==> config.mk <==
export PLATFORM = sky130hd
export DESIGN_NAME = regFile
export DESIGN_NICKNAME = d
export VERILOG_FILES = /design/src/logic/mipsIsaPkg.sv /design/src/logic/mipsPipePkg.sv /design/src/logic/regFile.sv
export SDC_FILE = /design/constraint.sdc
export NUM_CORES = 2
export LEC_CHECK = 0
export BUFFER_PORTS_ARGS = -buffer_cell sky130_fd_sc_hd__buf_2
export CORE_AREA = 2 2 437 222
export CTS_CLUSTER_SIZE = 40
export DETAILED_ROUTE_END_ITERATION = 12
export DIE_AREA = 0 0 439 224
export GPL_ROUTABILITY_DRIVEN = 1
export PLACE_DENSITY = 0.76
export SLEW_MARGIN = 25
export SYNTH_ARGS = -nofsm -noshare
export SYNTH_HDL_FRONTEND = slang
export SYNTH_SLANG_ARGS = --single-unit
==> constraint.sdc <==
create_clock -name clk -period 1.72 [get_ports clk]
set_input_delay 0.086 -clock clk [delete_from_list [all_inputs] [get_ports clk]]
set_output_delay 0.086 -clock clk [all_outputs]
set_load 0.02 [all_outputs]
==> src/logic/mipsIsaPkg.sv <==
package mipsIsaPkg;

   // Field widths of the instruction word
   localparam int opBits  = 6;
   localparam int regBits = 5;
   localparam int immBits = 16;

   // Field positions counted from bit 0
   localparam int opPos    = 26;
   localparam int rsPos    = 21;
   localparam int rtPos    = 16;
   localparam int rdPos    = 11;
   localparam int functPos = 0;

   // Data word or byte address
   typedef logic [31:0] wordT;
   typedef logic [regBits-1:0] regAddrT;
   // Operation select of the ALU
   typedef logic [3:0] aluCtrlT;
   // Class handed from the main decoder to the ALU decoder
   typedef logic [1:0] aluOpT;

   localparam aluOpT aluOpMem    = 2'b00;
   localparam aluOpT aluOpBranch = 2'b01;
   localparam aluOpT aluOpR      = 2'b10;

   // Primary opcodes
   localparam logic [opBits-1:0] opR   = 6'h00;
   localparam logic [opBits-1:0] opLw  = 6'h23;
   localparam logic [opBits-1:0] opSw  = 6'h2B;
   localparam logic [opBits-1:0] opBeq = 6'h04;

   // R-type funct codes
   localparam logic [opBits-1:0] fnAdd = 6'h20;
   localparam logic [opBits-1:0] fnSub = 6'h22;
   localparam logic [opBits-1:0] fnAnd = 6'h24;
   localparam logic [opBits-1:0] fnOr  = 6'h25;
   localparam logic [opBits-1:0] fnSlt = 6'h2A;

   // Textbook ALU encodings
   localparam aluCtrlT aluAnd = 4'b0000;
   localparam aluCtrlT aluOr  = 4'b0001;
   localparam aluCtrlT aluAdd = 4'b0010;
   localparam aluCtrlT aluSub = 4'b0110;
   localparam aluCtrlT aluSlt = 4'b0111;

   // Data memory size in words
   localparam int dataMemWords    = 64;
   localparam int dataMemAddrBits = $clog2(dataMemWords);

endpackage

==> src/logic/mipsPipePkg.sv <==
package mipsPipePkg;

   // Control bundle made in ID and carried down the pipe
   typedef struct packed {
      // WB group
      logic              regWrite;
      logic              memToReg;
      // MEM group
      logic              branch;
      logic              memRead;
      logic              memWrite;
      // EX group
      logic              regDst;
      logic              aluSrc;
      mipsIsaPkg::aluOpT aluOp;
   } ctrlT;

   // Values gathered in ID for the EX stage
   typedef struct packed {
      mipsIsaPkg::wordT    pcPlus4;
      mipsIsaPkg::wordT    readData1;
      mipsIsaPkg::wordT    readData2;
      // Also carries funct in its low bits
      mipsIsaPkg::wordT    signExt;
      mipsIsaPkg::regAddrT rt;
      mipsIsaPkg::regAddrT rd;
   } idExDataT;

   // Data half of EX/MEM
   typedef struct packed {
      mipsIsaPkg::wordT    aluResult;
      // Store data taken from rt
      mipsIsaPkg::wordT    writeData;
      mipsIsaPkg::regAddrT writeReg;
   } exMemDataT;

   // Register write request and probe record
   typedef struct packed {
      logic                writeEnable;
      mipsIsaPkg::regAddrT writeReg;
      mipsIsaPkg::wordT    writeData;
   } wbT;

endpackage

==> src/logic/regFile.sv <==
module regFile (
   input  logic                clk,
   input  logic                arstN,
   input  mipsIsaPkg::regAddrT readAddr1,
   input  mipsIsaPkg::regAddrT readAddr2,
   output mipsIsaPkg::wordT    readData1,
   output mipsIsaPkg::wordT    readData2,
   input  mipsPipePkg::wbT     wb
);

   mipsIsaPkg::wordT regs [32];

   // Read port with write-through from WB
   function automatic mipsIsaPkg::wordT readPort(input mipsIsaPkg::regAddrT addr);
      // Write-through skips r0 so it keeps reading as zero
      if (wb.writeEnable && wb.writeReg != '0 && wb.writeReg == addr) return wb.writeData;
      return regs[addr];
   endfunction

   always_comb begin
      readData1 = readPort(readAddr1);
      readData2 = readPort(readAddr2);
   end

   // Writes to r0 are dropped
   always_ff @(posedge clk or negedge arstN) begin
      if (!arstN) begin
         for (int i = 0; i < 32; i++) regs[i] <= '0;
      end else if (wb.writeEnable && wb.writeReg != '0) begin
         regs[wb.writeReg] <= wb.writeData;
      end
   end

   // r0 reads as zero on both ports
   r0ReadsZero: assert property (@(posedge clk) disable iff (!arstN)
      (readAddr1 != '0 || readData1 == '0) && (readAddr2 != '0 || readData2 == '0))
      else $error("r0 read back nonzero");

endmodule

==> run summary <==
Top delay family on crit path -> multiplexers
Worst Max-Slew Pin Slew -> 0.927 ns
Mapped Area -> 53,400 sq um
Max-slew violations -> 0
Routed wl met2 -> 80,400 um
Io pins -> 114
Static Leak -> 28.4 nW
Final period utilization -> 163%
Critical Path Source -> regs[608]$_DFFE_PN0P_
DR DRC count -> 0
Largest net degree at the start of global routing -> 75
Drt first pass iters -> 5
Mapped Avg Cell Area -> 15.3 sq um
Share of layout cells above drive strength 1 -> 60.1%
Final WL -> 189,000 um
PortBufs -> 113
Core area -> 94,600 sq um
Total track usage -> 39.1%
Placed cells -> 4,944
Yosys warning count -> 0
R2r startpoint -> regs[767]$_DFFE_PN0P_
Worst Path Arrival -> 2.72 ns
Synth area leader -> dfrtp_1
Register bit total from synthesis -> 1,024
Met1 WL -> 73,000 um
Post-Syn Instances -> 3,483
Initial core utilization -> 56.5%
CP max stage delay -> 0.53 ns
Routability cong. -> 0.918
Largest registers -> regs: 1024 flops
Synth unique cells -> 40
Total congestion overflow -> 0
Period minus WS final -> 2.81 ns
Most flops, register -> regs
Pwr dens -> 1090 nW/um^2
Fmax -> 0.356 GHz
Die Span Y -> 224 um
Vias in the first global route -> 39,500
VDD IR max -> 928 uV
Critical Path End Type -> output pin
Final worst-path setup slack -> -1.09 ns
Most common cell after layout, fill and taps aside -> dfrtp_1
DR iter-0 viols -> 4,787
DP Worst Slack -> -0.671 ns
WL met3 -> 25,500 um
Initial antenna violation count -> 19
Outcome -> finished with violations
H-Tree Depth -> 3
Max-slew headroom -> 38.1%
Die span in x -> 439 um
Row cnt -> 80
Later-pin clock latency in the skew report -> 0.69 ns
Crit Path Class -> register to output pin
Tot Pwr -> 71.1 mW
Final core utilization -> 69.0%
Max reg flops -> 1,024
Global-route wire length before repair -> 276,000 um
Worst setup path endpoint -> readData1[0]
Full die area -> 98,300 sq um
Area grow syn2layout -> 22.1%
Top-area cell type share of the netlist area -> 47.9%
Via density per instance -> 7.33
Max Clock Skew -> 0 ns
Failing checks -> negative setup slack
Clock tree from TritonCTS -> yes
TritonCTS sink count -> 1,024
Total CTS buffers -> 92
R2R Path End -> regs[767]$_DFFE_PN0P_
Syn nets -> 3,533
Crit path top cell by count -> mux4_2
Antenna Nets Post-Route -> 0
Crit path max-delay cell type -> mux4_2
Req. time, crit path -> 1.63 ns
Root Driver -> clkbuf_16
Stages on the worst setup path -> 6
Drt wl/cell -> 36.5 um
MaxCap Viol Count -> 0
Most frequent cells in the layout -> dfrtp_1, mux2_2, mux4_2, buf_4, mux2_1
Clk buf depth -> 3
Crit-path cells -> mux4_2 -> mux4_2 -> nand2_2 -> nand3_2 -> mux2_4 -> buf_6
Area after DPL -> 60,400 sq um
Post-route setup TNS -> -46.71 ns
Sequential element share of the synthesized area -> 47.9%
Non-Filler Instances -> 5,187
# setup viols final -> 64
Final net count -> 3,890
Final Hold Fails -> 0
Clk slew on worst S/H paths -> 0.07 ns
Crit path launch type -> register
Hold WS -> 0.0343 ns
Routed vias -> 38,000
Fin area -> 65,300 sq um
Crit-path max FO -> 2
Worst R2R Path Depth -> 3
R2r setup slk -> 0.65 ns
HP Class -> primary input to register
CP Buf/Inv Count -> 1
RSZ-0062 raised after global routing -> true
HPWL Detailed -> 123,000 um
Top area cells in the synthesized netlist -> dfrtp_1, mux4_2, mux2_2
Top layer in use -> met5
==> synth_stat cells, drive strengths merged <==
cell type / n
a2111oi: 1
o211ai: 1
a32oi: 1
clkbuf: 196
nor2: 22
or4: 62
xor2: 4
nand2: 83
a21bo: 1
inv: 3
mux2: 993
nor2b: 3
o21ai: 62
and3b: 1
nand3b: 7
nor3b: 4
nor3: 1
dfrtp: 1024
mux4: 511
or2: 1
a221o: 1
nor4: 2
and3: 1
o22ai: 248
xnor2: 6
buf: 216
a211oi: 2
and2: 2
or3: 3
a221oi: 2
or3b: 2
mux2i: 6
nand3: 10
a21oi: 1
==> final cells by class <==
type | count | area [sq um]
Multi-Input combinational cell | 2044 | 27600
Timing Repair Buffer | 675 | 7340
Antenna cell | 8 | 20.0
Clock inverter | 26 | 347
Inverter | 3 | 11.3
Tap cell | 1271 | 1590
Sequential cell | 1024 | 25600
Fill cell | 5957 | 29300
Clock buffer | 136 | 2700
==> routing by layer <==
metal / vias to the layer above / GRT usage (%)
met5: - / 0
met1: 20200 / 54.7
met3: 658 / 14.6
li1: 14400 / -
met4: 8 / 18.5
met2: 2821 / 54.3
==> how the worst min path moves through the flow <==
stage,from,to,slack (ns),cells past startpoint
finish,wb[27],regs[827]$_DFFE_PN0P_,0.03,2
global route,wb[27],regs[827]$_DFFE_PN0P_,0.04,2
CTS,wb[29],regs[125]$_DFFE_PN0P_,0.003,2
detailed placement,arstN,regs[1013]$_DFFE_PN0P_,0.03,1
global placement,arstN,regs[1013]$_DFFE_PN0P_,0.02,1
floorplan,arstN,regs[0]$_DFFE_PN0P_,-0.21,0
==> timing repair <==
item	CTS	global route
pin swaps	123	37
endpoints found under the hold margin	1110	0
gates resized for setup	239	36
setup buffers	48	18
hold buffers	13	0
endpoints found under the setup margin	64	64
==> logic make-up after synthesis <==
family / share of synthesized area (%)
buffers and inverters: 3.61
DFF: 47.9
and+or+nand+nor: 2.07
muxes: 42.6
xor gates and xnor gates: 0.164
AOI/OAI and AO/OA: 3.64
==> power breakdown <==
group          switching [mW]  leakage [nW]  total (mW)  internal (mW)
logic                    7.00          13.8        17.2           10.2
clock network            9.73          1.49        21.7           11.9
registers                3.61          13.1        32.3           28.7
total                    20.3          28.4        71.1           50.8
(Power assumes the default switching activity.)
