--- src/logic/mipsIsaPkg.sv ---
package mipsIsaPkg;

   // Field widths of the instruction word
   localparam int opBits  = 6;
   localparam int regBits = 5;
   localparam int immBits = 16;

   // Field positions counted from bit 0
   localparam int opPos    = 26;
   localparam int rsPos    = 21;
   localparam int rtPos    = 16;
   localparam int rdPos    = 11;
   localparam int functPos = 0;

   // Data word or byte address
   typedef logic [31:0] wordT;
   typedef logic [regBits-1:0] regAddrT;
   // Operation select of the ALU
   typedef logic [3:0] aluCtrlT;
   // Class handed from the main decoder to the ALU decoder
   typedef logic [1:0] aluOpT;

   localparam aluOpT aluOpMem    = 2'b00;
   localparam aluOpT aluOpBranch = 2'b01;
   localparam aluOpT aluOpR      = 2'b10;

   // Primary opcodes
   localparam logic [opBits-1:0] opR   = 6'h00;
   localparam logic [opBits-1:0] opLw  = 6'h23;
   localparam logic [opBits-1:0] opSw  = 6'h2B;
   localparam logic [opBits-1:0] opBeq = 6'h04;

   // R-type funct codes
   localparam logic [opBits-1:0] fnAdd = 6'h20;
   localparam logic [opBits-1:0] fnSub = 6'h22;
   localparam logic [opBits-1:0] fnAnd = 6'h24;
   localparam logic [opBits-1:0] fnOr  = 6'h25;
   localparam logic [opBits-1:0] fnSlt = 6'h2A;

   // Textbook ALU encodings
   localparam aluCtrlT aluAnd = 4'b0000;
   localparam aluCtrlT aluOr  = 4'b0001;
   localparam aluCtrlT aluAdd = 4'b0010;
   localparam aluCtrlT aluSub = 4'b0110;
   localparam aluCtrlT aluSlt = 4'b0111;

   // Data memory size in words
   localparam int dataMemWords    = 64;
   localparam int dataMemAddrBits = $clog2(dataMemWords);

endpackage

--- src/logic/mipsPipePkg.sv ---
package mipsPipePkg;

   // Control bundle made in ID and carried down the pipe
   typedef struct packed {
      // WB group
      logic              regWrite;
      logic              memToReg;
      // MEM group
      logic              branch;
      logic              memRead;
      logic              memWrite;
      // EX group
      logic              regDst;
      logic              aluSrc;
      mipsIsaPkg::aluOpT aluOp;
   } ctrlT;

   // Values gathered in ID for the EX stage
   typedef struct packed {
      mipsIsaPkg::wordT    pcPlus4;
      mipsIsaPkg::wordT    readData1;
      mipsIsaPkg::wordT    readData2;
      // Also carries funct in its low bits
      mipsIsaPkg::wordT    signExt;
      mipsIsaPkg::regAddrT rt;
      mipsIsaPkg::regAddrT rd;
   } idExDataT;

   // Data half of EX/MEM
   typedef struct packed {
      mipsIsaPkg::wordT    aluResult;
      // Store data taken from rt
      mipsIsaPkg::wordT    writeData;
      mipsIsaPkg::regAddrT writeReg;
   } exMemDataT;

   // Register write request and probe record
   typedef struct packed {
      logic                writeEnable;
      mipsIsaPkg::regAddrT writeReg;
      mipsIsaPkg::wordT    writeData;
   } wbT;

endpackage

--- src/logic/memStage.sv ---
module memStage (
   input  logic                   clk,
   input  logic                   arstN,
   input  mipsPipePkg::ctrlT      ctrlMem,
   input  mipsPipePkg::ctrlT      ctrlWb,
   input  mipsPipePkg::exMemDataT exMem,
   input  logic                   zero,
   output logic                   pcSrc,
   output mipsPipePkg::wbT        wb
);

   mipsIsaPkg::wordT    dataMem [mipsIsaPkg::dataMemWords];
   logic [mipsIsaPkg::dataMemAddrBits-1:0] wordAddr;
   mipsIsaPkg::wordT    readData;
   mipsIsaPkg::wordT    readDataWb;
   mipsIsaPkg::wordT    aluResultWb;
   mipsIsaPkg::regAddrT writeRegWb;

   // Word index with the byte offset dropped
   assign wordAddr = exMem.aluResult[mipsIsaPkg::dataMemAddrBits+1:2];
   assign readData = ctrlMem.memRead ? dataMem[wordAddr] : '0;
   // Taken beq
   assign pcSrc    = ctrlMem.branch & zero;

   // Unwritten words load as 0
   always_ff @(posedge clk or negedge arstN) begin
      if (!arstN) begin
         for (int i = 0; i < mipsIsaPkg::dataMemWords; i++) dataMem[i] <= '0;
      end else if (ctrlMem.memWrite) begin
         dataMem[wordAddr] <= exMem.writeData;
      end
   end

   // MEM/WB
   always_ff @(posedge clk) begin
      readDataWb  <= readData;
      aluResultWb <= exMem.aluResult;
      writeRegWb  <= exMem.writeReg;
   end

   // Write-back select
   assign wb.writeEnable = ctrlWb.regWrite;
   assign wb.writeReg    = writeRegWb;
   assign wb.writeData   = ctrlWb.memToReg ? readDataWb : aluResultWb;

endmodule

--- config.mk ---
export PLATFORM = sky130hd
export DESIGN_NAME = memStage
export DESIGN_NICKNAME = d
export VERILOG_FILES = /design/src/logic/mipsIsaPkg.sv /design/src/logic/mipsPipePkg.sv /design/src/logic/memStage.sv
export SDC_FILE = /design/constraint.sdc
export NUM_CORES = 2
export LEC_CHECK = 0
export ABC_CLOCK_PERIOD_IN_PS = 2170
export BUFFER_PORTS_ARGS = -buffer_cell sky130_fd_sc_hd__buf_4
export CAP_MARGIN = 20
export CORE_MARGIN = 2
export CORE_UTILIZATION = 60
export DETAILED_ROUTE_END_ITERATION = 16
export GPL_ROUTABILITY_DRIVEN = 0
export PLACE_DENSITY = 0.78
export SLEW_MARGIN = 25
export SYNTH_ARGS = -nofsm -noshare
export SYNTH_HDL_FRONTEND = slang
export SYNTH_SLANG_ARGS = --single-unit
--- constraint.sdc ---
create_clock -name clk -period 2.17 [get_ports clk]
set_input_delay 0.3255 -clock clk [delete_from_list [all_inputs] [get_ports clk]]
set_output_delay 0.3255 -clock clk [all_outputs]
set_load 0.005 [all_outputs]
==> summary.txt <==
Logic synthesis
  • Post-synth EDFFs: 0
  • Simple-gate share of the synthesized area: 1.90%
  • Post-synth top area cell: dfrtp_1
  • Compound-cell area share of the yosys netlist: 10.7%
  • Post-synth top area share: 54.3%
  • Post-synthesis sequential area ratio: 55.8%
  • Mux cell area share after synthesis: 28.1%
  • Post-synthesis async set-or-reset flop share: 96.7%
  • XOR/XNOR Fraction of Synth Area: 0%
  • Largest family of logic cells by synthesized area: multiplexers
  • Synth Flop Type: dfrtp_1
  • Cells after synthesis: 6968
  • Ys Warns: 0
  • Synthesized area: 94300 µm²
  • Syn_nets: 7058
  • Synth top area cells: dfrtp_1, mux2_2, a221oi_1
  • Adder-Cell Fraction of Synth Area: 0%
  • Seq cells post-synth: 2117
  • Post-synth cell types: 57
  • Syn Area/Cell: 13.5 µm²

Timing
  • Fin crit share: 98.7%
  • Crit path time final: 2.14 ns
  • Clock skew: 0.0366 ns
  • Final WS setup: 0.0282 ns
  • Fin Setup TNS: 0 ns
  • F_max: 467 MHz
  • Relative slew slack: 38.8%
  • Hold Violations, Final: 0
  • Setup-failing EPs final: 0
  • Slew of the pin with the lowest slew margin: 0.918 ns
  • Slew Viols, Final: 0

Global routing
  • Vias in the first global route: 70700
  • Largest net degree at the start of global routing: 111
  • GRT Overall Usage: 39.1%
  • First-pass GRT wire length: 467000 µm
  • Initial antenna violation count: 11
  • GRT overflow: 0

Clock network
  • Maximum clock insertion buffer count: 3
  • CTS tree: done
  • Clk_lat worst skew: 0.88 ns
  • CTS Buf Count: 210
  • CTS H-Tree Depth: 4
  • Setup bufs post-CTS: 0
  • Root buf cell: clkbuf_16
  • Clock transition at path regs: 0.06 ns
  • CTS sink count: 2117

Final layout
  • Area delta synth->final: 18.0%
  • Sequential cell area: 52600 µm²
  • Final Net Count: 7427
  • Multi-input gate area: 38800 µm²
  • Proportion of layout cells with a drive suffix above 1: 46.6%
  • Filler instances: 9833

Floorplan
  • Core Area: 156000 µm²
  • Die width: 400 µm
  • Starting density of the core: 60.4%
  • DIE HEIGHT: 400 µm
  • Site Rows: 145
  • Die area: 160000 µm²
  • Number of I/O pins: 129

Routing
  • Vias per inst: 7.09
  • Pre-Repair DR Iteration Count: 7
  • Residual DRC: 0
  • WL per Instance: 32.8 µm
  • DRT antenna net count: 0
  • Final wirelength: 314000 µm
  • Starting DRT DRC Count: 7850
  • Via count: 67900

Status
  • Status: completed

Setup path
  • Required arrival time at the worst endpoint: 2.89 ns
  • Crit end category: register
  • Startpoint Class: register
  • Crit path arrival time: 2.86 ns
  • Crit Path Class: reg2reg
  • Peak fanout along the critical path: 2

Hold path
  • Worst min path class: in2async

Power and ir drop
  • Leakage: 51.8 nW
  • Peak supply drop: 0.846 mV
  • P per Cell Area: 875 nW/µm²

Place
  • Dpl ws: -0.856 ns
  • I/O Buffers: 113
  • Post-DP HPWL: 201000 µm

Flow run
  • Max_cap viols: 0
==> timing repair <==
action,in CTS,in global routing
hold endpoints to repair,1156,0
pin swaps,0,3
gates resized for setup,5,15
setup endpoints to repair,4,8
hold buffers,37,0
==> path summary, 6_finish.rpt <==
kind | end | start | slack (ns) | depth (start not counted)
setup / recovery | readDataWb[23]$_SDFF_PN0_ | dataMem[599]$_DFFE_PN0P_ | 0.03 | 7
hold / removal | dataMem[2037]$_DFFE_PN0P_ | arstN | 0.05 | 2
setup reg to reg | readDataWb[23]$_SDFF_PN0_ | dataMem[599]$_DFFE_PN0P_ | 0.03 | 7
hold reg to reg | dataMem[1849]$_DFFE_PN0P_ | dataMem[1849]$_DFFE_PN0P_ | 0.49 | 1
max in group asynchronous | dataMem[923]$_DFFE_PN0P_ | arstN | 1.07 | 4
min in group clk | dataMem[61]$_DFFE_PN0P_ | exMem[34] | 0.06 | 3
==> cell families (layout without fill, tap and decap cells) <==
logic type,count (synthesis),in the layout
muxes,2326,2326
DFF,2117,2117
AOI/OAI and AO/OA,1345,1345
buffers and inverters,780,1329
and+or+nand+nor,400,400
other,0,8
==> metrics by stage <==
stage | power, mW | instances | cell area (µm²) | utilization [%] | hold slack, ns
after global placement | 59.6 | 9146 | 104000 | 66.4 | 0.257
final | 97.4 | 9583 | 111000 | 71.2 | 0.0476
after CTS | 97.3 | 9575 | 111000 | 71.2 | 0.0174
after floorplan | 55.0 | 6968 | 94300 | - | 0.0299
after detailed placement | 60.6 | 9146 | 104000 | 66.4 | 0.264
after global routing | 101 | 9576 | 111000 | 71.2 | 0.0381
==> Yosys cell counts (69+ instances only) <==
library cell / number
buf_2: 267
a22o_1: 73
nor2_1: 201
mux2_2: 2113
o21ai_0: 211
buf_1: 93
a22oi_1: 276
a221oi_1: 392
dfrtp_1: 2048
mux2i_1: 137
a21oi_1: 104
dfxtp_1: 69
clkbuf_1: 398
o22ai_1: 106
==> critical path, cell delays in order, from the launching register on <==
cell and delay (ns):
dfrtp_1 0.39, a221oi_1 0.44, nor2_1 0.10, o21ai_0 0.24, buf_4 0.16, nand4_1 0.16
buf_4 0.23, o31a_1 0.28
==> power by group <==
part	switching (mW)	total (mW)	internal [mW]
registers	2.86	47.5	44.6
clock network	16.1	37.0	21.0
logic	6.28	12.9	6.63
==> placed cells by master (no fill, tap or decap), types with 106 or more instances in the layout <==
master / instances
mux2_2: 2113
dfrtp_1: 2048
buf_4: 649
a221oi_1: 390
a22oi_1: 276
buf_12: 242
clkbuf_16: 213
o21ai_0: 209
nor2_1: 166
mux2i_1: 135
o22ai_1: 106
==> routing by layer <==
layer / part of all wire [%] / vias to the layer above / track usage [%]
li1: - / 26900 / -
met1: 37 / 35400 / 50.8
met5: 0.011 / - / 0
met4: 7.9 / 6 / 24.9
met2: 44 / 4328 / 57.9
met3: 12 / 1335 / 11.1
==> registers in the layout (all words and copies together), names as in the netlist <==
| register | count |
|---|---|
| writeRegWb | 5 |
| dataMem | 2048 |
| readDataWb | 32 |
| aluResultWb | 32 |
==> final cells by class <==
| class | instances | share of cell area (%) |
|---|---|---|
| clock buffers | 323 | 5.69 |
| repair buffers | 932 | 9.13 |
| well taps | 2058 | 2.31 |
| multi-input cells | 4071 | 34.9 |
| flip-flops and latches | 2117 | 47.3 |
| inverters | 5 | 0.0304 |
| diodes | 8 | 0.0180 |
| clock inverters | 69 | 0.656 |
(Power assumes the default switching activity.)
