### src/logic/mipsIsaPkg.sv
package mipsIsaPkg;

   // Field widths of the instruction word
   localparam int opBits  = 6;
   localparam int regBits = 5;
   localparam int immBits = 16;

   // Field positions counted from bit 0
   localparam int opPos    = 26;
   localparam int rsPos    = 21;
   localparam int rtPos    = 16;
   localparam int rdPos    = 11;
   localparam int functPos = 0;

   // Data word or byte address
   typedef logic [31:0] wordT;
   typedef logic [regBits-1:0] regAddrT;
   // Operation select of the ALU
   typedef logic [3:0] aluCtrlT;
   // Class handed from the main decoder to the ALU decoder
   typedef logic [1:0] aluOpT;

   localparam aluOpT aluOpMem    = 2'b00;
   localparam aluOpT aluOpBranch = 2'b01;
   localparam aluOpT aluOpR      = 2'b10;

   // Primary opcodes
   localparam logic [opBits-1:0] opR   = 6'h00;
   localparam logic [opBits-1:0] opLw  = 6'h23;
   localparam logic [opBits-1:0] opSw  = 6'h2B;
   localparam logic [opBits-1:0] opBeq = 6'h04;

   // R-type funct codes
   localparam logic [opBits-1:0] fnAdd = 6'h20;
   localparam logic [opBits-1:0] fnSub = 6'h22;
   localparam logic [opBits-1:0] fnAnd = 6'h24;
   localparam logic [opBits-1:0] fnOr  = 6'h25;
   localparam logic [opBits-1:0] fnSlt = 6'h2A;

   // Textbook ALU encodings
   localparam aluCtrlT aluAnd = 4'b0000;
   localparam aluCtrlT aluOr  = 4'b0001;
   localparam aluCtrlT aluAdd = 4'b0010;
   localparam aluCtrlT aluSub = 4'b0110;
   localparam aluCtrlT aluSlt = 4'b0111;

   // Data memory size in words
   localparam int dataMemWords    = 64;
   localparam int dataMemAddrBits = $clog2(dataMemWords);

endpackage

### src/logic/mipsPipePkg.sv
package mipsPipePkg;

   // Control bundle made in ID and carried down the pipe
   typedef struct packed {
      // WB group
      logic              regWrite;
      logic              memToReg;
      // MEM group
      logic              branch;
      logic              memRead;
      logic              memWrite;
      // EX group
      logic              regDst;
      logic              aluSrc;
      mipsIsaPkg::aluOpT aluOp;
   } ctrlT;

   // Values gathered in ID for the EX stage
   typedef struct packed {
      mipsIsaPkg::wordT    pcPlus4;
      mipsIsaPkg::wordT    readData1;
      mipsIsaPkg::wordT    readData2;
      // Also carries funct in its low bits
      mipsIsaPkg::wordT    signExt;
      mipsIsaPkg::regAddrT rt;
      mipsIsaPkg::regAddrT rd;
   } idExDataT;

   // Data half of EX/MEM
   typedef struct packed {
      mipsIsaPkg::wordT    aluResult;
      // Store data taken from rt
      mipsIsaPkg::wordT    writeData;
      mipsIsaPkg::regAddrT writeReg;
   } exMemDataT;

   // Register write request and probe record
   typedef struct packed {
      logic                writeEnable;
      mipsIsaPkg::regAddrT writeReg;
      mipsIsaPkg::wordT    writeData;
   } wbT;

endpackage

### src/logic/execStage.sv
module execStage (
   input  logic                   clk,
   input  logic                   arstN,
   input  mipsPipePkg::ctrlT      ctrlEx,
   input  mipsIsaPkg::aluCtrlT    aluCtrl,
   input  mipsPipePkg::idExDataT  idData,
   output mipsPipePkg::exMemDataT exMem,
   output logic                   zero,
   output mipsIsaPkg::wordT       branchTarget
);

   mipsPipePkg::idExDataT exData;
   mipsIsaPkg::wordT      aluB;
   mipsIsaPkg::wordT      aluResult;
   mipsIsaPkg::wordT      branchSum;
   mipsIsaPkg::regAddrT   writeReg;

   // Data half of ID/EX
   always_ff @(posedge clk) begin
      exData <= idData;
   end

   // Immediate for lw and sw and register otherwise
   assign aluB = ctrlEx.aluSrc ? exData.signExt : exData.readData2;

   always_comb begin
      case (aluCtrl)
         mipsIsaPkg::aluAnd: aluResult = exData.readData1 & aluB;
         mipsIsaPkg::aluOr:  aluResult = exData.readData1 | aluB;
         mipsIsaPkg::aluAdd: aluResult = exData.readData1 + aluB;
         mipsIsaPkg::aluSub: aluResult = exData.readData1 - aluB;
         // Signed compare
         mipsIsaPkg::aluSlt: aluResult = {31'b0, $signed(exData.readData1) < $signed(aluB)};
         default:            aluResult = '0;
      endcase
   end

   // Word offset relative to the next PC
   assign branchSum = exData.pcPlus4 + {exData.signExt[29:0], 2'b00};
   // rd for R-type and rt for lw
   assign writeReg  = ctrlEx.regDst ? exData.rd : exData.rt;

   // EX/MEM
   always_ff @(posedge clk) begin
      exMem.aluResult <= aluResult;
      exMem.writeData <= exData.readData2;
      exMem.writeReg  <= writeReg;
      branchTarget    <= branchSum;
   end

   // Zero flag of the ALU result
   always_ff @(posedge clk or negedge arstN) begin
      if (!arstN) begin
         zero <= 1'b0;
      end else begin
         zero <= aluResult == '0;
      end
   end

endmodule

### config.mk
export PLATFORM = sky130hd
export DESIGN_NAME = execStage
export DESIGN_NICKNAME = d
export VERILOG_FILES = /design/src/logic/mipsIsaPkg.sv /design/src/logic/mipsPipePkg.sv /design/src/logic/execStage.sv
export SDC_FILE = /design/constraint.sdc
export NUM_CORES = 1
export LEC_CHECK = 0
export ABC_AREA = 1
export BUFFER_PORTS_ARGS = -buffer_cell sky130_fd_sc_hd__buf_2
export CORE_MARGIN = 4
export CORE_UTILIZATION = 40
export DETAILED_ROUTE_END_ITERATION = 8
export GPL_ROUTABILITY_DRIVEN = 1
export PLACE_DENSITY = 0.63
export SLEW_MARGIN = 15
export SYNTH_ARGS = -nofsm -noshare
export SYNTH_HDL_FRONTEND = slang
export SYNTH_SLANG_ARGS = --single-unit
### constraint.sdc
create_clock -name clk -period 2.2 [get_ports clk]
set_input_delay 0.22 -clock clk [delete_from_list [all_inputs] [get_ports clk]]
set_output_delay 0.22 -clock clk [all_outputs]
set_load 0.05 [all_outputs]
==> summary.txt <==
Layout
  – Layout cells sized above 1: 46.0%
  – Area grow syn2layout: 77.9%
  – Final core occ: 71.9%
  – N_diodes: 0
  – Design Area, Final: 24000 um2
  – Final nets: 3152

Placed design
  – IO buf count: 247
  – HPWL after DPL: 43100 um
  – Gp weighted congestion: 0.960
  – Placement Cell Area: ~18000 um2

Synthesis
  – Mean Syn Cell Area: 6.78 um2
  – #FFs+latches synth: 240
  – Post-synthesis sequential area ratio: 35.6%
  – Post-Syn Instances: about 2000
  – Syn_nets: about 2300
  – Post-synth ARST share: less than 1%
  – Yosys cell types: 43
  – Yosys warns: 0
  – Mapped Area: 13500 um2
  – EDFF count, synth: 0
  – Synth area leader: dfxtp_1
  – Predominant post-synthesis flop cell: dfxtp_1
  – Synth area leaders: dfxtp_1 (35%), nand2_1 (16%), ha_1 (12%)
  – Yosys top cell area share: 35.4%

Detailed routing
  – DRC: 0
  – Total wire length: slightly below 60000 um
  – Routed Antenna Nets: 0
  – Via density: 4.80
  – DR pass1 iterations: 5
  – Wire per inst: 17.8 um
  – Initial drt markers: 840
  – Total number of vias: about 16000

Critical path
  – FF-to-FF Start: exData[45]
  – FF-to-FF End: zero
  – Setup CP Type: flop to flop
  – R2R Setup Slk: -0.50 ns
  – Crit. Startpoint: exData[45]
  – Worst setup SP type: flop
  – Arr. time, crit path: 3.18 ns
  – R2R depth: 20
  – Crit. End Element: flop
  – WP data required: 2.68 ns
  – Worst-path fanout max: 4

Die
  – Row Count: 67
  – Die area: about 37000 um2
  – Io pins: 255
  – Die Ht: 192 um
  – Initial Utilization: 40.4%
  – Die W: 192 um
  – Core area: 33400 um2

Clocking
  – CTS sink cnt: 240
  – CTS tree: yes
  – Skew-Pair Late Insertion Delay: ~0.55 ns
  – H-tree depth: 1
  – Worst-path clk slew: 0.06 ns
  – Num CTS Buffers: 27
  – Root Buffer: clkbuf_16
  – CTS Buffer Depth: 3

Power and ir drop
  – Pwr dens: 656 nW/um2
  – IR drop worst, VDD: 0.000883 V
  – Static Leak: 12.5 nW

STA
  – Worst slew pin tran: 0.622 ns
  – Final hold violations: 0
  – Rel. slew slack: 58.2%
  – Final min period: 2.70 ns
  – Setup ws final: -0.501 ns
  – Max-slew violations: 0
  – Period utilisation layout: 123%
  – Final setup violation count: 44
  – Sum of negative setup slack: -7.74 ns
  – Peak Freq: approximately 0.37 GHz
  – Clock Skew: 0.0113 ns
  – Unrepaired setup endpoints after global routing: yes

GRT
  – GR Overflow Total: 0
  – First-pass GRT wire length: a little under 90000 um
  – Largest net degree at the start of global routing: 39
  – Vias in the first global route: 16301
  – Antenna violations before repair: 0
  – GRT Total Usage: between 30% and 40%

Min path
  – Hold Crit Endpoint: exMem[1]
  – Worst Hold Class: input pin to flop
  – Critical hold path startpoint: ctrlEx[3]
  – Hold Path Depth: 2

Outcome
  – Failing checks: negative setup slack
  – Status: complete, but fails checks

Run
  – Max Cap Violations: 0
[cells by family after synthesis]
kind of cell	synth area share [%]
DFF	35.6
adders and majority gates	12.3
buffers and inverters	12.7
muxes	0.417
and+or+nand+nor	29.1
xor gates and xnor gates	1.88
AOI/OAI and AO/OA	8.03
[worst max-delay path by stage]
stage,endpoint,slack [ns],depth (start not counted)
floorplan,zero,-0.30,25
global placement,zero,-1.41,19
detailed placement,zero,-1.46,19
CTS,zero,-0.52,24
global route,zero,-0.64,22
finish,zero,-0.50,20
[power breakdown]
part / switching [mW] / internal [mW]
Clock: 1.88 / 2.72
Combinational: 3.65 / 2.66
Sequential: 0.166 / 4.71
Total: 5.69 / 10.1
[stage by stage]
step           hold slack (ns)  total power, mW  std cells  setup WS [ns]
4_1_cts                0.00227             15.2       3310         -0.521
3_5_place_dp          -0.00322             9.64       3071          -1.46
5_1_grt                 0.0211             16.5       3335         -0.642
3_3_place_gp          -0.00403             9.61       3071          -1.41
2_1_floorplan          -0.0756             7.51       1993         -0.296
6_report                0.0335             15.8       3335         -0.501
[worst max-delay path, stage by stage, from the launching register on]
cell,delay (ns)
dfxtp_4,0.36
o21ai_4,0.26
ha_4,0.28
buf_6,0.13
buf_4,0.13
buf_4,0.12
nand3_2,0.09
nand2_4,0.07
buf_6,0.12
nand2_2,0.07
nand3_4,0.09
nand3_4,0.08
nand3_1,0.08
nand3_1,0.09
nand2_1,0.06
nor2_1,0.11
buf_4,0.12
nand2_2,0.06
nor2_4,0.13
nand2_1,0.07
nor2_1,0.09
[Yosys cell counts (all sizes together), types with 3 or more instances]
library cell,number
nor2,181
nand2,568
o22ai,24
mux2,5
xnor2,13
nor3,22
nand4,20
and2,4
ha,128
a21boi,4
a31oi,4
nand3b,6
fa,3
clkbuf,12
dfxtp,239
a21oi,84
inv,405
buf,25
xor2,16
nand3,142
o21bai,8
o21ai,67
[final cells by class]
type	instances	area, um2
sequential	240	4850
clock inverter	12	158
timing repair buffer	883	6650
tap	448	561
inverter	405	1540
multi-input combinational	1311	9550
clock buffer	36	739
fill	2559	9400
[layout by cell type, fill, tap and decap left out, drive strengths merged, types with 4 or more instances in the layout]
master | synthesis | layout
inv | 405 | 408
o21bai | 8 | 8
nand3 | 142 | 142
and2 | 4 | 4
ha | 128 | 128
a21boi | 4 | 4
o22ai | 24 | 24
nor3 | 22 | 22
nand2 | 568 | 568
o21ai | 67 | 67
clkinv | 0 | 4
dfxtp | 239 | 239
a21oi | 84 | 84
nand3b | 6 | 6
xor2 | 16 | 16
mux2 | 5 | 5
a31oi | 4 | 4
clkbuf | 12 | 37
dlygate4sd3 | 0 | 140
nor2 | 181 | 181
xnor2 | 13 | 13
buf | 25 | 742
nand4 | 20 | 20
[routing by layer]
metal  global-route usage (%)  up-vias  part of all wire, %
met5                        0        -                    0
met3                     5.11      116                  6.3
li1                         -     7877                    -
met4                     9.75        0                  3.7
met1                     39.3     7482                   43
met2                     52.5      519                   47
[repair_timing]
item,CTS,global route
pin swaps,114,96
endpoints found under the hold margin,139,0
gates resized for setup,459,260
setup buffers,57,29
hold buffers,140,0
endpoints found under the setup margin,46,47
gates cloned,0,1
[registers in the layout (all words and copies together) (netlist names)]
signal and cells:
branchTarget 32, exMem 69, exData 138, zero 1
Note: power is estimated with default switching activity, not from simulation.
