[config.mk]
export PLATFORM = sky130hd
export DESIGN_NAME = pipeControl
export DESIGN_NICKNAME = d
export VERILOG_FILES = /design/src/logic/mipsIsaPkg.sv /design/src/logic/mipsPipePkg.sv /design/src/logic/pipeControl.sv
export SDC_FILE = /design/constraint.sdc
export NUM_CORES = 1
export LEC_CHECK = 0
export BUFFER_PORTS_ARGS = -buffer_cell sky130_fd_sc_hd__buf_2
export CELL_PAD_IN_SITES_DETAIL_PLACEMENT = 1
export CELL_PAD_IN_SITES_GLOBAL_PLACEMENT = 2
export CORE_ASPECT_RATIO = 1.25
export CORE_MARGIN = 5
export CORE_UTILIZATION = 29
export DETAILED_ROUTE_END_ITERATION = 10
export PLACE_DENSITY = 0.79
export SYNTH_ARGS = -nofsm -noshare
export SYNTH_HDL_FRONTEND = slang
export SYNTH_SLANG_ARGS = --single-unit
[constraint.sdc]
create_clock -name clk -period 2.1 [get_ports clk]
set_clock_uncertainty 0.05 [all_clocks]
set_input_delay 0.21 -clock clk [delete_from_list [all_inputs] [get_ports clk]]
set_output_delay 0.21 -clock clk [all_outputs]
set_load 0.01 [all_outputs]
[src/logic/mipsIsaPkg.sv]
package mipsIsaPkg;

   // Field widths of the instruction word
   localparam int opBits  = 6;
   localparam int regBits = 5;
   localparam int immBits = 16;

   // Field positions counted from bit 0
   localparam int opPos    = 26;
   localparam int rsPos    = 21;
   localparam int rtPos    = 16;
   localparam int rdPos    = 11;
   localparam int functPos = 0;

   // Data word or byte address
   typedef logic [31:0] wordT;
   typedef logic [regBits-1:0] regAddrT;
   // Operation select of the ALU
   typedef logic [3:0] aluCtrlT;
   // Class handed from the main decoder to the ALU decoder
   typedef logic [1:0] aluOpT;

   localparam aluOpT aluOpMem    = 2'b00;
   localparam aluOpT aluOpBranch = 2'b01;
   localparam aluOpT aluOpR      = 2'b10;

   // Primary opcodes
   localparam logic [opBits-1:0] opR   = 6'h00;
   localparam logic [opBits-1:0] opLw  = 6'h23;
   localparam logic [opBits-1:0] opSw  = 6'h2B;
   localparam logic [opBits-1:0] opBeq = 6'h04;

   // R-type funct codes
   localparam logic [opBits-1:0] fnAdd = 6'h20;
   localparam logic [opBits-1:0] fnSub = 6'h22;
   localparam logic [opBits-1:0] fnAnd = 6'h24;
   localparam logic [opBits-1:0] fnOr  = 6'h25;
   localparam logic [opBits-1:0] fnSlt = 6'h2A;

   // Textbook ALU encodings
   localparam aluCtrlT aluAnd = 4'b0000;
   localparam aluCtrlT aluOr  = 4'b0001;
   localparam aluCtrlT aluAdd = 4'b0010;
   localparam aluCtrlT aluSub = 4'b0110;
   localparam aluCtrlT aluSlt = 4'b0111;

   // Data memory size in words
   localparam int dataMemWords    = 64;
   localparam int dataMemAddrBits = $clog2(dataMemWords);

endpackage

[src/logic/mipsPipePkg.sv]
package mipsPipePkg;

   // Control bundle made in ID and carried down the pipe
   typedef struct packed {
      // WB group
      logic              regWrite;
      logic              memToReg;
      // MEM group
      logic              branch;
      logic              memRead;
      logic              memWrite;
      // EX group
      logic              regDst;
      logic              aluSrc;
      mipsIsaPkg::aluOpT aluOp;
   } ctrlT;

   // Values gathered in ID for the EX stage
   typedef struct packed {
      mipsIsaPkg::wordT    pcPlus4;
      mipsIsaPkg::wordT    readData1;
      mipsIsaPkg::wordT    readData2;
      // Also carries funct in its low bits
      mipsIsaPkg::wordT    signExt;
      mipsIsaPkg::regAddrT rt;
      mipsIsaPkg::regAddrT rd;
   } idExDataT;

   // Data half of EX/MEM
   typedef struct packed {
      mipsIsaPkg::wordT    aluResult;
      // Store data taken from rt
      mipsIsaPkg::wordT    writeData;
      mipsIsaPkg::regAddrT writeReg;
   } exMemDataT;

   // Register write request and probe record
   typedef struct packed {
      logic                writeEnable;
      mipsIsaPkg::regAddrT writeReg;
      mipsIsaPkg::wordT    writeData;
   } wbT;

endpackage

[src/logic/pipeControl.sv]
module pipeControl (
   input  logic                clk,
   input  logic                arstN,
   input  logic [5:0]          opcode,
   input  logic [5:0]          funct,
   output mipsPipePkg::ctrlT   ctrlEx,
   output mipsIsaPkg::aluCtrlT aluCtrl,
   output mipsPipePkg::ctrlT   ctrlMem,
   output mipsPipePkg::ctrlT   ctrlWb
);

   mipsPipePkg::ctrlT ctrlId;
   logic [5:0]        functEx;

   // Main decoder in ID
   always_comb begin
      ctrlId = '0;
      case (opcode)
         mipsIsaPkg::opR: begin
            // Unsupported functs such as the nop word stay silent
            if (funct inside {mipsIsaPkg::fnAdd, mipsIsaPkg::fnSub, mipsIsaPkg::fnAnd,
                              mipsIsaPkg::fnOr, mipsIsaPkg::fnSlt}) begin
               ctrlId.regWrite = 1'b1;
               ctrlId.regDst   = 1'b1;
               ctrlId.aluOp    = mipsIsaPkg::aluOpR;
            end
         end
         mipsIsaPkg::opLw: begin
            ctrlId.regWrite = 1'b1;
            ctrlId.memToReg = 1'b1;
            ctrlId.memRead  = 1'b1;
            ctrlId.aluSrc   = 1'b1;
            ctrlId.aluOp    = mipsIsaPkg::aluOpMem;
         end
         mipsIsaPkg::opSw: begin
            ctrlId.memWrite = 1'b1;
            ctrlId.aluSrc   = 1'b1;
            ctrlId.aluOp    = mipsIsaPkg::aluOpMem;
         end
         mipsIsaPkg::opBeq: begin
            ctrlId.branch = 1'b1;
            ctrlId.aluOp  = mipsIsaPkg::aluOpBranch;
         end
         default: ctrlId = '0;
      endcase
   end

   // Second-level ALU decoder in EX
   always_comb begin
      case (ctrlEx.aluOp)
         mipsIsaPkg::aluOpMem:    aluCtrl = mipsIsaPkg::aluAdd;
         mipsIsaPkg::aluOpBranch: aluCtrl = mipsIsaPkg::aluSub;
         default: begin
            case (functEx)
               mipsIsaPkg::fnSub: aluCtrl = mipsIsaPkg::aluSub;
               mipsIsaPkg::fnAnd: aluCtrl = mipsIsaPkg::aluAnd;
               mipsIsaPkg::fnOr:  aluCtrl = mipsIsaPkg::aluOr;
               mipsIsaPkg::fnSlt: aluCtrl = mipsIsaPkg::aluSlt;
               default:           aluCtrl = mipsIsaPkg::aluAdd;
            endcase
         end
      endcase
   end

   // ID/EX, EX/MEM and MEM/WB copies of the bundle
   always_ff @(posedge clk or negedge arstN) begin
      if (!arstN) begin
         ctrlEx  <= '0;
         ctrlMem <= '0;
         ctrlWb  <= '0;
      end else begin
         ctrlEx  <= ctrlId;
         ctrlMem <= ctrlEx;
         ctrlWb  <= ctrlMem;
      end
   end

   always_ff @(posedge clk) begin
      functEx <= funct;
   end

   // A load and a store never share a MEM slot
   memExclusive: assert property (@(posedge clk) disable iff (!arstN)
      !(ctrlMem.memRead && ctrlMem.memWrite))
      else $error("memRead and memWrite both set in MEM");

endmodule

==> key figures <==
Pwr
  • Seq pwr share: 0.665
  • Clock power share: 0.260
  • Leakage: slightly below 0.7 nW
  • Comb power frac: 0.075
  • Sw power: around 170 uW
  • Peak VDD IR: around 0.23 mV
  • Switching share of power: 0.211
  • P_int: between 600 and 700 uW
  • PwrDens: around 660 nW/um^2

Logic synthesis
  • Synthesized cell area: about 900 sq um
  • Yosys warning count: 0
  • Seq/Total Area, Yosys: 0.714
  • Synth Net Count: 75
  • Synth top area cells: dfrtp_1 58%, dfxtp_1 13%, buf_4 5.8%, nor4b_4 2.6%, nor4_4 2.4%
  • Post-synth cell types: 23
  • Syn Area/Cell: between 10 and 15 sq um
  • Synth top area share: 0.581
  • Post-synthesis register bit count: 27
  • Yosys top cell by area: dfrtp_1
  • Synth Instances: around 60

Clock tree
  • CTS Buf Count: 3
  • Clock Path Buffers: 2
  • Clock Latency Late Sink: 0.31 ns
  • Post-CTS Setup Inserts: 0
  • Clk sinks: 27
  • H-tree lvl count: 1
  • Worst-path clk slew: 0.13 ns
  • Clk root buf: clkbuf_4
  • CTS tree: yes

Worst setup path
  • CP arrival: approximately 1.4 ns
  • Startpoint Class: flip-flop
  • CP Class: flip-flop to output port
  • Critical Path End Type: output port
  • Critical Path Start: functEx[0]
  • CP required: 1.84 ns
  • Worst r2r src: ctrlEx[1]
  • Crit Path Max Fanout: 2

Drt
  • Drt drc: 0
  • Initial DRC count: 18
  • TritonRoute pass-1 iters: 4
  • DR vias: 613
  • Vias per cell: approximately 4.3
  • ANT nets after route: 0
  • Avg WL per Cell: approximately 13 um
  • Drt total wl: around 1.8 mm

Global routing
  • Grt ovf: 0
  • First-pass GRT wire length: roughly 2.9 mm
  • Vias in the first global route: approximately 640
  • Largest net degree at the start of global routing: 22
  • Gr usage total: 0.0883
  • Initial antenna violation count: 0

STA
  • Slew Limit Fails: 0
  • Tmin final: 1.70 ns
  • Final Hold Fails: 0
  • Fmax: 590 MHz
  • Period utilization: 0.807
  • Finish-stage setup viols: 0
  • RSZ-0062 raised after global routing: false
  • Setup WS post-layout: just over 0.4 ns
  • Setup TNS Final: 0 ns

Layout
  • Final Cell Area: between 1000 and 1500 sq um
  • Fin util: 0.407
  • NumNets Final: about 120
  • Ant. Diodes: 0
  • Layout overhead on the synthesized area: 33.6%
  • Layout cells sized above 1: 0.472
  • Commonest non-fill, non-tap cell in the layout: buf_2
  • Most frequent cells in the layout: 43 x buf_2, 21 x dfrtp_1, 7 x dlygate4sd3_1

Outcome
  • Outcome: complete, no violations

Job
  • MaxCap Viol Count: 0

Die
  • # rows: 22
  • Core Area: just under 3000 sq um
  • Die W: 60.0 um
  • Die Y: slightly above 70 um
  • Die ar.: around 4300 sq um
  • I/O pin cnt: 45
  • Initial core utilization: 0.304

Placed design
  • HPWL after detailed placement: 1.48 mm
  • Setup WS pre-CTS: between 0.7 and 0.8 ns
  • Post-DP Area: approximately 1100 sq um
  • Final RePlAce weighted congestion: approximately 0.64
  • PortBufs: 43

Hold path
  • Min-delay src: opcode[3]
  • Hold crit path type: input pin to flip-flop
per-stage QoR:
stage / hold slack [ns] / power (mW) / cells
2_1_floorplan: -0.136 / 0.560 / 61
3_3_place_gp: 0.119 / 0.592 / 133
3_5_place_dp: 0.128 / 0.594 / 133
4_1_cts: 0.0559 / 0.812 / 144
5_1_grt: 0.0672 / 0.838 / 144
6_report: 0.0708 / 0.800 / 144
worst max-delay path: stages, from the launching register on:
cell	delay (ns)
dfxtp_1	0.34
or3b_1	0.39
a2bb2oi_1	0.14
nor2_1	0.11
buf_2	0.15
per-layer routing:
metal | share of wire | routed length, um | track usage | up-vias
met5 | 0 | 0 | 0 | -
met4 | 0.020 | 37 | 0.0591 | 0
met3 | 0.11 | 200 | 0.0160 | 2
met2 | 0.50 | 916 | 0.155 | 32
met1 | 0.37 | 684 | 0.0925 | 291
li1 | - | - | - | 288
flip-flops by register name, summed over array words and instances (netlist names):
name / cells
ctrlEx: 7
ctrlWb: 7
ctrlMem: 7
functEx: 6
cell usage after synthesis (all sizes together):
cell type / n
dfrtp: 21
buf: 7
dfxtp: 6
inv: 4
nor2: 4
and3b: 2
nor2b: 2
a2111oi: 1
a2bb2oi: 1
conb: 1
mux2i: 1
nand2: 1
nand2b: 1
nand3b: 1
nand4: 1
nand4b: 1
nor3b: 1
nor4: 1
nor4b: 1
o21ai: 1
o22ai: 1
or3b: 1
path summary, 6_finish.rpt:
path                       slack (ns)  cells past startpoint    endpoint
min in group asynchronous        0.30                      2   ctrlWb[6]
min                              0.07                      2   ctrlEx[5]
max                              0.40                      4  aluCtrl[0]
max in group asynchronous        1.39                      2   ctrlEx[4]
min reg2reg                      0.33                      0   ctrlWb[6]
max reg2reg                      1.49                      0  ctrlMem[1]
area by class of cell:
type	count	area [sq um]
sequential	27	646
inverter	4	15.0
clock buffer	4	26.3
timing repair buffer	50	285
tap	36	45.0
multi-input combinational	23	191
fill	336	1760
power groups by stage:
| stage | Clock, mW | Sequential [mW] | Combinational (mW) |
|---|---|---|---|
| after global placement | 0 | 0.542 | 0.0499 |
| after CTS | 0.219 | 0.532 | 0.0611 |
| after floorplan | 0 | 0.544 | 0.0163 |
| after detailed placement | 0 | 0.543 | 0.0510 |
| after global routing | 0.237 | 0.534 | 0.0676 |
| final | 0.208 | 0.532 | 0.0600 |
logic make-up (layout without fill, tap and decap cells):
family / Yosys count / count (layout) / synth area share
AOI/OAI and AO/OA: 4 / 4 / 0.0387
buffers and inverters: 11 / 58 / 0.0747
DFF: 27 / 27 / 0.714
muxes: 1 / 1 / 0.0111
other: 1 / 1 / 0.00415
and+or+nand+nor: 17 / 17 / 0.158
what timing repair did:
item | 4_1_cts | 5_1_grt
gates resized for setup | 0 | 0
endpoints found under the hold margin | 27 | 0
hold buffers | 7 | 0
Note: power is estimated with default switching activity, not from simulation.
